`config.mk`:
```
export PLATFORM = sky130hd
export DESIGN_NAME = line_follower_top
export DESIGN_NICKNAME = d
export VERILOG_FILES = /design/src/hdl/line_follower_pkg.sv /design/src/hdl/line_follower_top.sv /design/src/hdl/pwm_generator.sv /design/src/hdl/speed_planner.sv /design/src/hdl/track_decoder.sv /design/src/hdl/sensor_filter.sv
export SDC_FILE = /design/constraint.sdc
export NUM_CORES = 1
export LEC_CHECK = 0
export BUFFER_PORTS_ARGS = -buffer_cell sky130_fd_sc_hd__buf_2
export CORE_UTILIZATION = 64
export CTS_CLUSTER_SIZE = 24
export DETAILED_ROUTE_END_ITERATION = 8
export GPL_TIMING_DRIVEN = 0
export PLACE_DENSITY = 0.81
export SETUP_SLACK_MARGIN = 0.2
export SYNTH_ARGS = -nofsm -noshare
export SYNTH_HDL_FRONTEND = slang
export SYNTH_SLANG_ARGS = --single-unit
```
`constraint.sdc`:
```
create_clock -name clk -period 7.49 [get_ports clk]
set_input_delay 1.498 -clock clk [delete_from_list [all_inputs] [get_ports clk]]
set_output_delay 1.498 -clock clk [all_outputs]
set_load 0.03 [all_outputs]
```
`src/hdl/line_follower_pkg.sv`:
```
package line_follower_pkg;

    // duty values are fractions of 1024
    localparam int DUTY_W = 10;

    // tracking mode, decoded from the floor sensors
    typedef enum logic [2:0] {
        MODE_STOP        = 3'd0,    // motors off
        MODE_STRAIGHT    = 3'd1,    // line centered
        MODE_LEFT        = 3'd2,    // line drifting left
        MODE_RIGHT       = 3'd3,    // line drifting right
        MODE_SHARP_LEFT  = 3'd4,    // only left sensor on line
        MODE_SHARP_RIGHT = 3'd5     // only right sensor on line
    } track_mode_t;

    // cruise speed, both wheels equal
    localparam logic [DUTY_W-1:0] SPEED_STRAIGHT = 10'd750;

    // gentle turn, the outer wheel runs faster
    localparam logic [DUTY_W-1:0] SPEED_TURN_SLOW = 10'd400;
    localparam logic [DUTY_W-1:0] SPEED_TURN_FAST = 10'd600;

    // sharp turn, wider split between the wheels
    localparam logic [DUTY_W-1:0] SPEED_SHARP_SLOW = 10'd300;
    localparam logic [DUTY_W-1:0] SPEED_SHARP_FAST = 10'd700;

    // left/right pairs per mode:
    //   MODE_STRAIGHT     SPEED_STRAIGHT   / SPEED_STRAIGHT
    //   MODE_LEFT         SPEED_TURN_SLOW  / SPEED_TURN_FAST
    //   MODE_RIGHT        SPEED_TURN_FAST  / SPEED_TURN_SLOW
    //   MODE_SHARP_LEFT   SPEED_SHARP_SLOW / SPEED_SHARP_FAST
    //   MODE_SHARP_RIGHT  SPEED_SHARP_FAST / SPEED_SHARP_SLOW
    //   MODE_STOP         0                / 0

endpackage
```
`src/hdl/line_follower_top.sv`:
```
module line_follower_top import line_follower_pkg::*; #(
    parameter int FILTER_LEN = 16,
    parameter int PWM_PERIOD = 4000,    // 25 kHz at 100 MHz
    parameter int RAMP_STEP  = 32
) (
    input  logic        clk,
    input  logic        reset,
    input  logic        enable,
    input  logic [2:0]  sensor,         // {left, middle, right}
    output logic        pwm_left,
    output logic        pwm_right,
    output track_mode_t mode
);

    logic [2:0]        sensor_clean;
    logic              period_start;
    logic [DUTY_W-1:0] duty_left;
    logic [DUTY_W-1:0] duty_right;

    sensor_filter #(
        .FILTER_LEN(FILTER_LEN)
    ) sensor_filter_i (
        .clk          (clk),
        .reset        (reset),
        .sensor       (sensor),
        .sensor_clean (sensor_clean)
    );

    track_decoder track_decoder_i (
        .clk          (clk),
        .reset        (reset),
        .enable       (enable),
        .sensor_clean (sensor_clean),
        .mode         (mode)
    );

    speed_planner #(
        .RAMP_STEP(RAMP_STEP)
    ) speed_planner_i (
        .clk          (clk),
        .reset        (reset),
        .period_start (period_start),
        .mode         (mode),
        .duty_left    (duty_left),
        .duty_right   (duty_right)
    );

    // left channel also provides the period timing
    pwm_generator #(
        .PWM_PERIOD(PWM_PERIOD)
    ) pwm_left_i (
        .clk          (clk),
        .reset        (reset),
        .duty         (duty_left),
        .pwm          (pwm_left),
        .period_start (period_start)
    );

    pwm_generator #(
        .PWM_PERIOD(PWM_PERIOD)
    ) pwm_right_i (
        .clk          (clk),
        .reset        (reset),
        .duty         (duty_right),
        .pwm          (pwm_right),
        .period_start ()                // runs in lockstep with the left one
    );

endmodule

```
`src/hdl/pwm_generator.sv`:
```
module pwm_generator import line_follower_pkg::*; #(
    parameter int PWM_PERIOD = 4000
) (
    input  logic              clk,
    input  logic              reset,
    input  logic [DUTY_W-1:0] duty,
    output logic              pwm,
    output logic              period_start
);

    localparam int CNT_W  = $clog2(PWM_PERIOD);
    localparam int PROD_W = DUTY_W + CNT_W + 1;

    logic [CNT_W-1:0]  count;
    logic [CNT_W-1:0]  high_count;      // held for the whole period
    logic [CNT_W-1:0]  high_now;
    logic [PROD_W-1:0] duty_product;

    assign period_start = (count == '0);

    // scale duty to clock cycles, full scale 1024
    assign duty_product = PROD_W'(duty) * PROD_W'(PWM_PERIOD);
    assign high_now     = period_start ? CNT_W'(duty_product >> DUTY_W) : high_count;

    // pwm is registered, so it trails count by one cycle
    always_ff @(posedge clk or posedge reset) begin
        if (reset) begin
            count      <= '0;
            high_count <= '0;
            pwm        <= 1'b0;
        end else begin
            if (count == CNT_W'(PWM_PERIOD - 1)) begin
                count <= '0;
            end else begin
                count <= count + CNT_W'(1);
            end
            high_count <= high_now;     // loads only at period start
            pwm        <= (count < high_now);
        end
    end

endmodule

```
`src/hdl/speed_planner.sv`:
```
module speed_planner import line_follower_pkg::*; #(
    parameter int RAMP_STEP = 32
) (
    input  logic              clk,
    input  logic              reset,
    input  logic              period_start,
    input  track_mode_t       mode,
    output logic [DUTY_W-1:0] duty_left,
    output logic [DUTY_W-1:0] duty_right
);

    localparam logic [DUTY_W-1:0] STEP = DUTY_W'(RAMP_STEP);

    logic [DUTY_W-1:0] target_left;
    logic [DUTY_W-1:0] target_right;

    // one ramp step from cur toward tgt, lands on tgt when close
    function automatic logic [DUTY_W-1:0] ramp_toward(
        input logic [DUTY_W-1:0] cur,
        input logic [DUTY_W-1:0] tgt
    );
        logic [DUTY_W-1:0] gap;
        if (tgt > cur) begin
            gap         = tgt - cur;
            ramp_toward = (gap > STEP) ? cur + STEP : tgt;
        end else begin
            gap         = cur - tgt;
            ramp_toward = (gap > STEP) ? cur - STEP : tgt;
        end
    endfunction

    // fixed speed table lookup
    always_comb begin
        case (mode)
            MODE_STRAIGHT: begin
                target_left  = SPEED_STRAIGHT;
                target_right = SPEED_STRAIGHT;
            end
            MODE_LEFT: begin            // inner wheel slower
                target_left  = SPEED_TURN_SLOW;
                target_right = SPEED_TURN_FAST;
            end
            MODE_RIGHT: begin
                target_left  = SPEED_TURN_FAST;
                target_right = SPEED_TURN_SLOW;
            end
            MODE_SHARP_LEFT: begin
                target_left  = SPEED_SHARP_SLOW;
                target_right = SPEED_SHARP_FAST;
            end
            MODE_SHARP_RIGHT: begin
                target_left  = SPEED_SHARP_FAST;
                target_right = SPEED_SHARP_SLOW;
            end
            default: begin              // stop
                target_left  = '0;
                target_right = '0;
            end
        endcase
    end

    // stepped once per pwm period to limit motor current surges
    always_ff @(posedge clk or posedge reset) begin
        if (reset) begin
            duty_left  <= '0;
            duty_right <= '0;
        end else if (mode == MODE_STOP) begin
            duty_left  <= '0;                   // stop skips the ramp
            duty_right <= '0;
        end else if (period_start) begin
            duty_left  <= ramp_toward(duty_left, target_left);
            duty_right <= ramp_toward(duty_right, target_right);
        end
    end

endmodule

```
`src/hdl/track_decoder.sv`:
```
module track_decoder import line_follower_pkg::*; (
    input  logic        clk,
    input  logic        reset,
    input  logic        enable,
    input  logic [2:0]  sensor_clean,
    output track_mode_t mode
);

    // side where the line was last seen
    typedef enum logic [1:0] {
        SIDE_NONE  = 2'd0,
        SIDE_LEFT  = 2'd1,
        SIDE_RIGHT = 2'd2
    } side_t;

    side_t       last_side;
    side_t       last_side_next;
    track_mode_t mode_next;

    // pattern bits are {left, middle, right}
    always_comb begin
        case (sensor_clean)
            3'b110, 3'b100: last_side_next = SIDE_LEFT;
            3'b011, 3'b001: last_side_next = SIDE_RIGHT;
            default:        last_side_next = last_side;     // keep memory
        endcase
    end

    always_comb begin
        case (sensor_clean)
            3'b010, 3'b111, 3'b101: mode_next = MODE_STRAIGHT;
            3'b110:                 mode_next = MODE_LEFT;
            3'b011:                 mode_next = MODE_RIGHT;
            3'b100:                 mode_next = MODE_SHARP_LEFT;
            3'b001:                 mode_next = MODE_SHARP_RIGHT;
            default: begin
                // line lost, swing back toward where it was last seen
                case (last_side)
                    SIDE_LEFT:  mode_next = MODE_SHARP_LEFT;
                    SIDE_RIGHT: mode_next = MODE_SHARP_RIGHT;
                    default:    mode_next = MODE_STOP;      // never seen yet
                endcase
            end
        endcase
        if (!enable) begin
            mode_next = MODE_STOP;
        end
    end

    always_ff @(posedge clk or posedge reset) begin
        if (reset) begin
            last_side <= SIDE_NONE;
            mode      <= MODE_STOP;
        end else begin
            last_side <= last_side_next;
            mode      <= mode_next;
        end
    end

endmodule

```
`src/hdl/sensor_filter.sv`:
```
module sensor_filter #(
    parameter int FILTER_LEN = 16
) (
    input  logic       clk,
    input  logic       reset,
    input  logic [2:0] sensor,
    output logic [2:0] sensor_clean
);

    localparam int CNT_W = $clog2(FILTER_LEN + 1);

    logic [2:0]       sync_q1;
    logic [2:0]       sync_q2;
    logic [CNT_W-1:0] stable_cnt [3];

    // two-flop synchronizer, sensors are asynchronous
    always_ff @(posedge clk or posedge reset) begin
        if (reset) begin
            sync_q1 <= 3'b000;
            sync_q2 <= 3'b000;
        end else begin
            sync_q1 <= sensor;
            sync_q2 <= sync_q1;
        end
    end

    // each bit has its own stability counter
    // a bit flips after FILTER_LEN cycles of disagreement with its clean level
    always_ff @(posedge clk or posedge reset) begin
        if (reset) begin
            sensor_clean <= 3'b000;
            for (int i = 0; i < 3; i++) begin
                stable_cnt[i] <= '0;
            end
        end else begin
            for (int i = 0; i < 3; i++) begin
                if (sync_q2[i] == sensor_clean[i]) begin
                    stable_cnt[i] <= '0;                    // agrees, restart
                end else if (stable_cnt[i] == CNT_W'(FILTER_LEN - 1)) begin
                    sensor_clean[i] <= sync_q2[i];          // stable long enough
                    stable_cnt[i]   <= '0;
                end else begin
                    stable_cnt[i] <= stable_cnt[i] + CNT_W'(1);
                end
            end
        end
    end

endmodule

```
==> results.json, run 1 <==
{
  "final_common_cell": "ha_1",
  "drive_gt1_share_pct": 7.01,
  "yosys.area_share.simple_pct": 15.0,
  "yosysTopAreaCell": "dfrtp_1",
  "ant_nets": 0,
  "areaGrowthSynthToFinish_pct": 6.65,
  "synthTopCellsByArea": "dfrtp_1, ha_1, fa_1",
  "place_inst": 1292,
  "wirelength_um": 20300,
  "cts_max_path_buffers": 2,
  "min_path_type": "reg2reg",
  "firstDrtPassIters": 5,
  "cts_tree": "built",
  "overflow": 0,
  "finalHoldViolCount": 0,
  "synth_top_family_by_area": "adder cells",
  "endpoint_kind": "register",
  "path_max_fanout": 8,
  "grt_pass1_wl_um": 35300,
  "numClockSinks": 97,
  "fillers": 1182,
  "grt_antenna_before_repair": 0,
  "yosysTopAreaCellShare_pct": 24.1,
  "vias_per_cell": 5.77,
  "clock.fmax_ghz": 0.170,
  "ys_ff_latch": 97,
  "grt_usage_pct": 27.1,
  "period_needed_ns": 5.87,
  "tns_ns": 0,
  "core_sq_um": 15300,
  "powerDensity_nw_per_um2": 120,
  "crit_required_ns": 7.75,
  "initial_core_util_pct": 66.0,
  "cts_root_buf": "clkbuf_16",
  "route.vias.total": 7556,
  "cts_hold_buf": 0,
  "synthesis.area_sq_um": 10100,
  "htree_levels": 3,
  "status": "finished, final reports clean",
  "syn_inst": 1066,
  "whs_ns": 0.349,
  "cts_resized": 0,
  "fin_crit_sh_pct": 78.4,
  "p_leak_nw": 5.49,
  "synth-adder-area-share_pct": 30.0,
  "first_iter_violations": 435,
  "seq_area_frac_synth_pct": 24.1,
  "io_pins": 11,
  "crit_path_start_kind": "register",
  "clk_pin_slew_ns": 0.08,
  "fp-row-count": 45,
  "grt_setup_unrepaired": "false",
  "synthMuxAreaShare_pct": 4.72,
  "portBuffers": 10,
  "worstSetupPathType": "reg2reg",
  "synth_edf_count": 0,
  "clk_latency_ns": 0.35,
  "die_x_um": 127,
  "wl_per_cell_um": 15.5,
  "die_area_sq_um": 16200,
  "grt_pass1_vias": 7385,
  "yosys.area_share.xor_xnor_pct": 6.35,
  "ys_types": 79,
  "maxSlewViolCount": 0,
  "synth-compound-area-share_pct": 13.0,
  "place.gp.congestion": 0.930,
  "die_y_um": 127,
  "cts_made_buffers": 9,
  "setup_violations": 0,
  "grt_max_degree": 59,
  "synthArstFlopShare_pct": 100,
  "layout.nets": 1305,
  "maxCapViolCount": 0,
  "synth_area_per_cell_sq_um": 9.44,
  "cts_setup_buffers": 0,
  "final_cells": 1309,
  "crit_arrival_ns": 6.13,
  "layout_common_cells": "ha_1, inv_1, dfrtp_1",
  "slew_headroom_pct": 48.0,
  "yosysWarningCount": 0,
  "yosys_most_used_dff": "dfrtp_1",
  "drc_errors": 0,
  "diodes": 0,
  "power_mw": 1.29,
  "dpl.hpwl_um": 15900,
  "ir_drop_mv": 0.140,
  "skew_ns": 0.00871,
  "worstMarginPinSlew_ns": 0.774
}
-- path summary, 6_finish.rpt --
path,from,end,slack (ns),cells after the start
worst max-delay path,speed_planner_i.duty_left[5]$_DFFE_PP0P_,pwm_left_i.pwm$_DFF_PP0_,1.62,24
worst min-delay path,sensor_filter_i.sync_q1[2]$_DFF_PP0_,sensor_filter_i.sync_q2[2]$_DFF_PP0_,0.35,0
worst max register to register,speed_planner_i.duty_left[5]$_DFFE_PP0P_,pwm_left_i.pwm$_DFF_PP0_,1.62,24
worst min register to register,sensor_filter_i.sync_q1[2]$_DFF_PP0_,sensor_filter_i.sync_q2[2]$_DFF_PP0_,0.35,0
max in group asynchronous,reset,speed_planner_i.duty_right[4]$_DFFE_PP0P_,5.66,3
min in group asynchronous,reset,pwm_right_i.high_count[11]$_DFF_PP0_,1.19,2
-- power breakdown --
group / total, mW / switching [mW] / internal [mW]
registers: 0.535 / 0.00451 / 0.531
logic: 0.272 / 0.157 / 0.115
clock network: 0.478 / 0.214 / 0.264
total: 1.29 / 0.375 / 0.910
-- cells by family (layout without fill, tap and decap cells) --
kind of cell / after synthesis / in the layout
flops: 97 / 97
xor+xnor: 73 / 73
buf+inv: 171 / 199
simple gates: 279 / 279
mux: 42 / 42
fa+ha+maj: 207 / 207
compound gates: 195 / 195
other cells: 2 / 6
-- layer usage --
layer	track usage, %	vias to the layer above	routed length, um
li1	-	3701	-
met1	37.7	3670	9590
met3	3.31	18	751
met2	44.9	167	9740
met4	6.86	0	232
met5	0	-	0
-- Yosys cell counts (all sizes together) (12+ instances only) --
| cell type | count |
|---|---|
| mux2i | 24 |
| xnor2 | 42 |
| o21ai | 42 |
| o21a | 14 |
| buf | 16 |
| dfrtp | 97 |
| inv | 141 |
| a211oi | 16 |
| mux2 | 18 |
| nor2 | 56 |
| ha | 148 |
| fa | 58 |
| clkbuf | 14 |
| nor3 | 18 |
| a21o | 14 |
| and3 | 13 |
| nand3 | 32 |
| xor2 | 31 |
| o211ai | 12 |
| a21oi | 50 |
| nand2b | 18 |
| nand2 | 71 |
-- critical path, stage by stage, from the launching register on --
cell      delay (ns)
dfrtp_1         0.50
inv_1           0.43
fa_1            0.53
fa_1            0.52
inv_1           0.05
fa_1            0.50
inv_1           0.06
fa_1            0.51
inv_1           0.05
ha_1            0.33
a21oi_1         0.16
o21a_1          0.21
xnor2_1         0.14
nand2_1         0.07
nand2_1         0.13
inv_1           0.05
ha_1            0.28
a21o_1          0.18
a21oi_1         0.15
nor2b_1         0.06
o21ai_0         0.15
nand2b_1        0.08
a221oi_1        0.32
a21oi_1         0.11
a211oi_1        0.21
-- registers in the layout, indices dropped and copies added, names as in the netlist, 2 cells and up --
signal / flops
pwm_left_i.count: 12
pwm_left_i.high_count: 12
pwm_right_i.count: 12
pwm_right_i.high_count: 12
sensor_filter_i.sensor_clean: 3
sensor_filter_i.stable_cnt: 15
sensor_filter_i.sync_q1: 3
sensor_filter_i.sync_q2: 3
speed_planner_i.duty_left: 9
speed_planner_i.duty_right: 9
track_decoder_i.last_side: 2
track_decoder_i.mode: 3
-- layout make-up --
type	count	area, sq um	area share (%)
sequential	97	2430	22.6
timing repair buffer	12	85.1	0.792
inverter	141	532	4.95
clock buffer	10	229	2.13
tap	211	264	2.46
multi-input combinational	802	6970	64.9
clock inverter	6	73.8	0.688
buffer	30	154	1.43
-- stage by stage --
step	util, %	instance area [sq um]	setup slack [ns]
2_1_floorplan	-	10100	2.31
3_3_place_gp	68.1	10400	1.74
3_5_place_dp	68.3	10400	1.65
4_1_cts	70.3	10700	1.61
5_1_grt	70.4	10700	1.28
6_report	70.4	10700	1.62
(Power assumes the default switching activity.)
==> inputs of run 2 (changes only) <==
==> constraint.sdc (replaced) <==
create_clock -name clk -period 5.53 [get_ports clk]
set_input_delay 1.106 -clock clk [delete_from_list [all_inputs] [get_ports clk]]
set_output_delay 1.106 -clock clk [all_outputs]
set_load 0.03 [all_outputs]
==> results.json, run 2 (synthesized netlist as in run 1, its figures left out) <==
{
  "overflow": 0,
  "cts_max_path_buffers": 2,
  "areaGrowthSynthToFinish_pct": 13.1,
  "cts_hold_buf": 0,
  "fin_crit_sh_pct": 94.7,
  "ant_nets": 0,
  "status": "finished, final reports clean",
  "critPathMaxStageDelay_ns": 0.53,
  "die_area_sq_um": 16200,
  "core_sq_um": 15300,
  "portBuffers": 10,
  "htree_levels": 3,
  "skew_ns": 0.00787,
  "route.vias.total": 7902,
  "grt_setup_unrepaired": "true",
  "clk_pin_slew_ns": 0.07,
  "path_max_fanout": 4,
  "power_mw": 1.74,
  "crit_path_start_kind": "register",
  "period_needed_ns": 5.24,
  "rrSetupSlack_ns": 0.29,
  "maxCapViolCount": 0,
  "cp_slowest_cell": "fa_1",
  "io_pins": 11,
  "first_iter_violations": 519,
  "postLayoutCoreUtil_pct": 74.6,
  "largest_reg_flops": 15,
  "grt_pass1_vias": 7690,
  "drive_gt1_share_pct": 16.4,
  "path_cells": "clkinvlp_4, buf_4, buf_4, fa_1, fa_1, inv_1, fa_1, ha_1, ha_1, and3_1, a21oi_2, o211ai_1, a21oi_1, xnor2_1, mux2i_1, ha_1, nand4_1, nor2_1, a221oi_2, a21oi_2, a211oi_2",
  "ir_drop_mv": 0.190,
  "register_area_sq_um": 2450,
  "worstSetupPathType": "reg2reg",
  "p_leak_nw": 5.69,
  "final_common_cell": "ha_1",
  "crit_arrival_ns": 5.50,
  "grt_antenna_before_repair": 0,
  "maxSlewViolCount": 0,
  "route.met2.wl_um": 11200,
  "top_layer_used": "met4",
  "wl_per_cell_um": 16.9,
  "vias_per_cell": 5.84,
  "endpoint_kind": "register",
  "m1WireLength_um": 10200,
  "dpl.hpwl_um": 15900,
  "multi_input_area_sq_um": 7230,
  "largest-register": "sensor_filter_i.stable_cnt",
  "cts_root_buf": "clkbuf_16",
  "die_y_um": 127,
  "diodes": 0,
  "firstDrtPassIters": 8,
  "die_x_um": 127,
  "met3_length_um": 933,
  "fillers": 1038,
  "finalHoldViolCount": 0,
  "min_path_type": "reg2reg",
  "clk_latency_ns": 0.35,
  "place.gp.congestion": 0.930,
  "powerDensity_nw_per_um2": 153,
  "layout_common_cells": "ha_1, inv_1, dfrtp_1",
  "drc_errors": 0,
  "layout.nets": 1349,
  "numClockSinks": 97,
  "grt_usage_pct": 28.2,
  "grt_max_degree": 59,
  "wirelength_um": 22900,
  "grt_pass1_wl_um": 36600,
  "fp-row-count": 45,
  "setup_violations": 0,
  "worstMarginPinSlew_ns": 0.734,
  "cts_made_buffers": 9,
  "initial_core_util_pct": 66.0,
  "clock.fmax_ghz": 0.191,
  "slew_headroom_pct": 50.7,
  "crit_required_ns": 5.79,
  "cts_tree": "built"
}
run 2: cell count changes in the layout (fill, tap and decap cells not counted), moves of 5 or more:
cell and change:
inv_2 +9, a21oi_1 -10, inv_1 -19, ha_4 +14
dfrtp_2 +15, ha_1 -15, a21oi_2 +9, clkinvlp_4 +5
dfrtp_1 -15, inv_4 +5, buf_4 +41
run 2: final cells by class:
type | count | share of cell area (%)
Multi-Input combinational cell | 802 | 63.5
Sequential cell | 97 | 21.5
Inverter | 141 | 4.95
Timing Repair Buffer | 56 | 3.75
Tap cell | 211 | 2.32
Clock buffer | 10 | 2.01
Buffer | 30 | 1.35
Clock inverter | 6 | 0.649
run 2: path summary, 6_finish.rpt:
kind / startpoint / cells after the start / to
worst min register to register: sensor_filter_i.sync_q1[2]$_DFF_PP0_ / 0 / sensor_filter_i.sync_q2[2]$_DFF_PP0_
worst min-delay path: sensor_filter_i.sync_q1[2]$_DFF_PP0_ / 0 / sensor_filter_i.sync_q2[2]$_DFF_PP0_
min in group asynchronous: reset / 2 / pwm_right_i.high_count[11]$_DFF_PP0_
worst max register to register: speed_planner_i.duty_right[5]$_DFFE_PP0P_ / 21 / pwm_right_i.pwm$_DFF_PP0_
max in group asynchronous: reset / 3 / speed_planner_i.duty_right[1]$_DFFE_PP0P_
worst max-delay path: speed_planner_i.duty_right[5]$_DFFE_PP0P_ / 21 / pwm_right_i.pwm$_DFF_PP0_
run 2: power breakdown:
part	total, mW	switching (mW)	internal [mW]
Combinational	0.373	0.216	0.157
Clock	0.647	0.289	0.358
Sequential	0.724	0.00594	0.719
Total	1.74	0.511	1.23
run 2: routing by layer:
layer	track usage, %	vias up
met4	8.75	0
li1	-	3786
met3	4.31	58
met5	0	-
met2	47.1	213
met1	37.9	3845
run 2: timing repair:
action,in CTS,in global routing
resized for setup,37,42
setup endpoints to repair,2,2
pin swaps,8,51
setup buffers,29,15
run 2: critical path, delay by kind of cell (launching register included):
family / cells / cell delay, ns
XOR/XNOR: 1 / 0.17
adder cells (fa/ha/maj): 6 / 2.48
AO/OA/AOI/OAI: 6 / 1.05
AND/OR/NAND/NOR: 3 / 0.36
multiplexers: 1 / 0.11
flip-flops: 1 / 0.42
buffers and inverters: 4 / 0.57
run 2: metrics by stage:
step	cell area [sq um]	hold slack [ns]	setup slack, ns	TNS [ns]	instances
after detailed placement	10400	0.335	-0.309	-0.603	1292
final	11400	0.349	0.291	0	1353
after floorplan	10100	0.331	0.349	0	1070
after global routing	11400	0.357	0.0639	0	1353
after CTS	11000	0.349	0.203	0	1337
after global placement	10400	0.333	-0.218	-0.398	1291
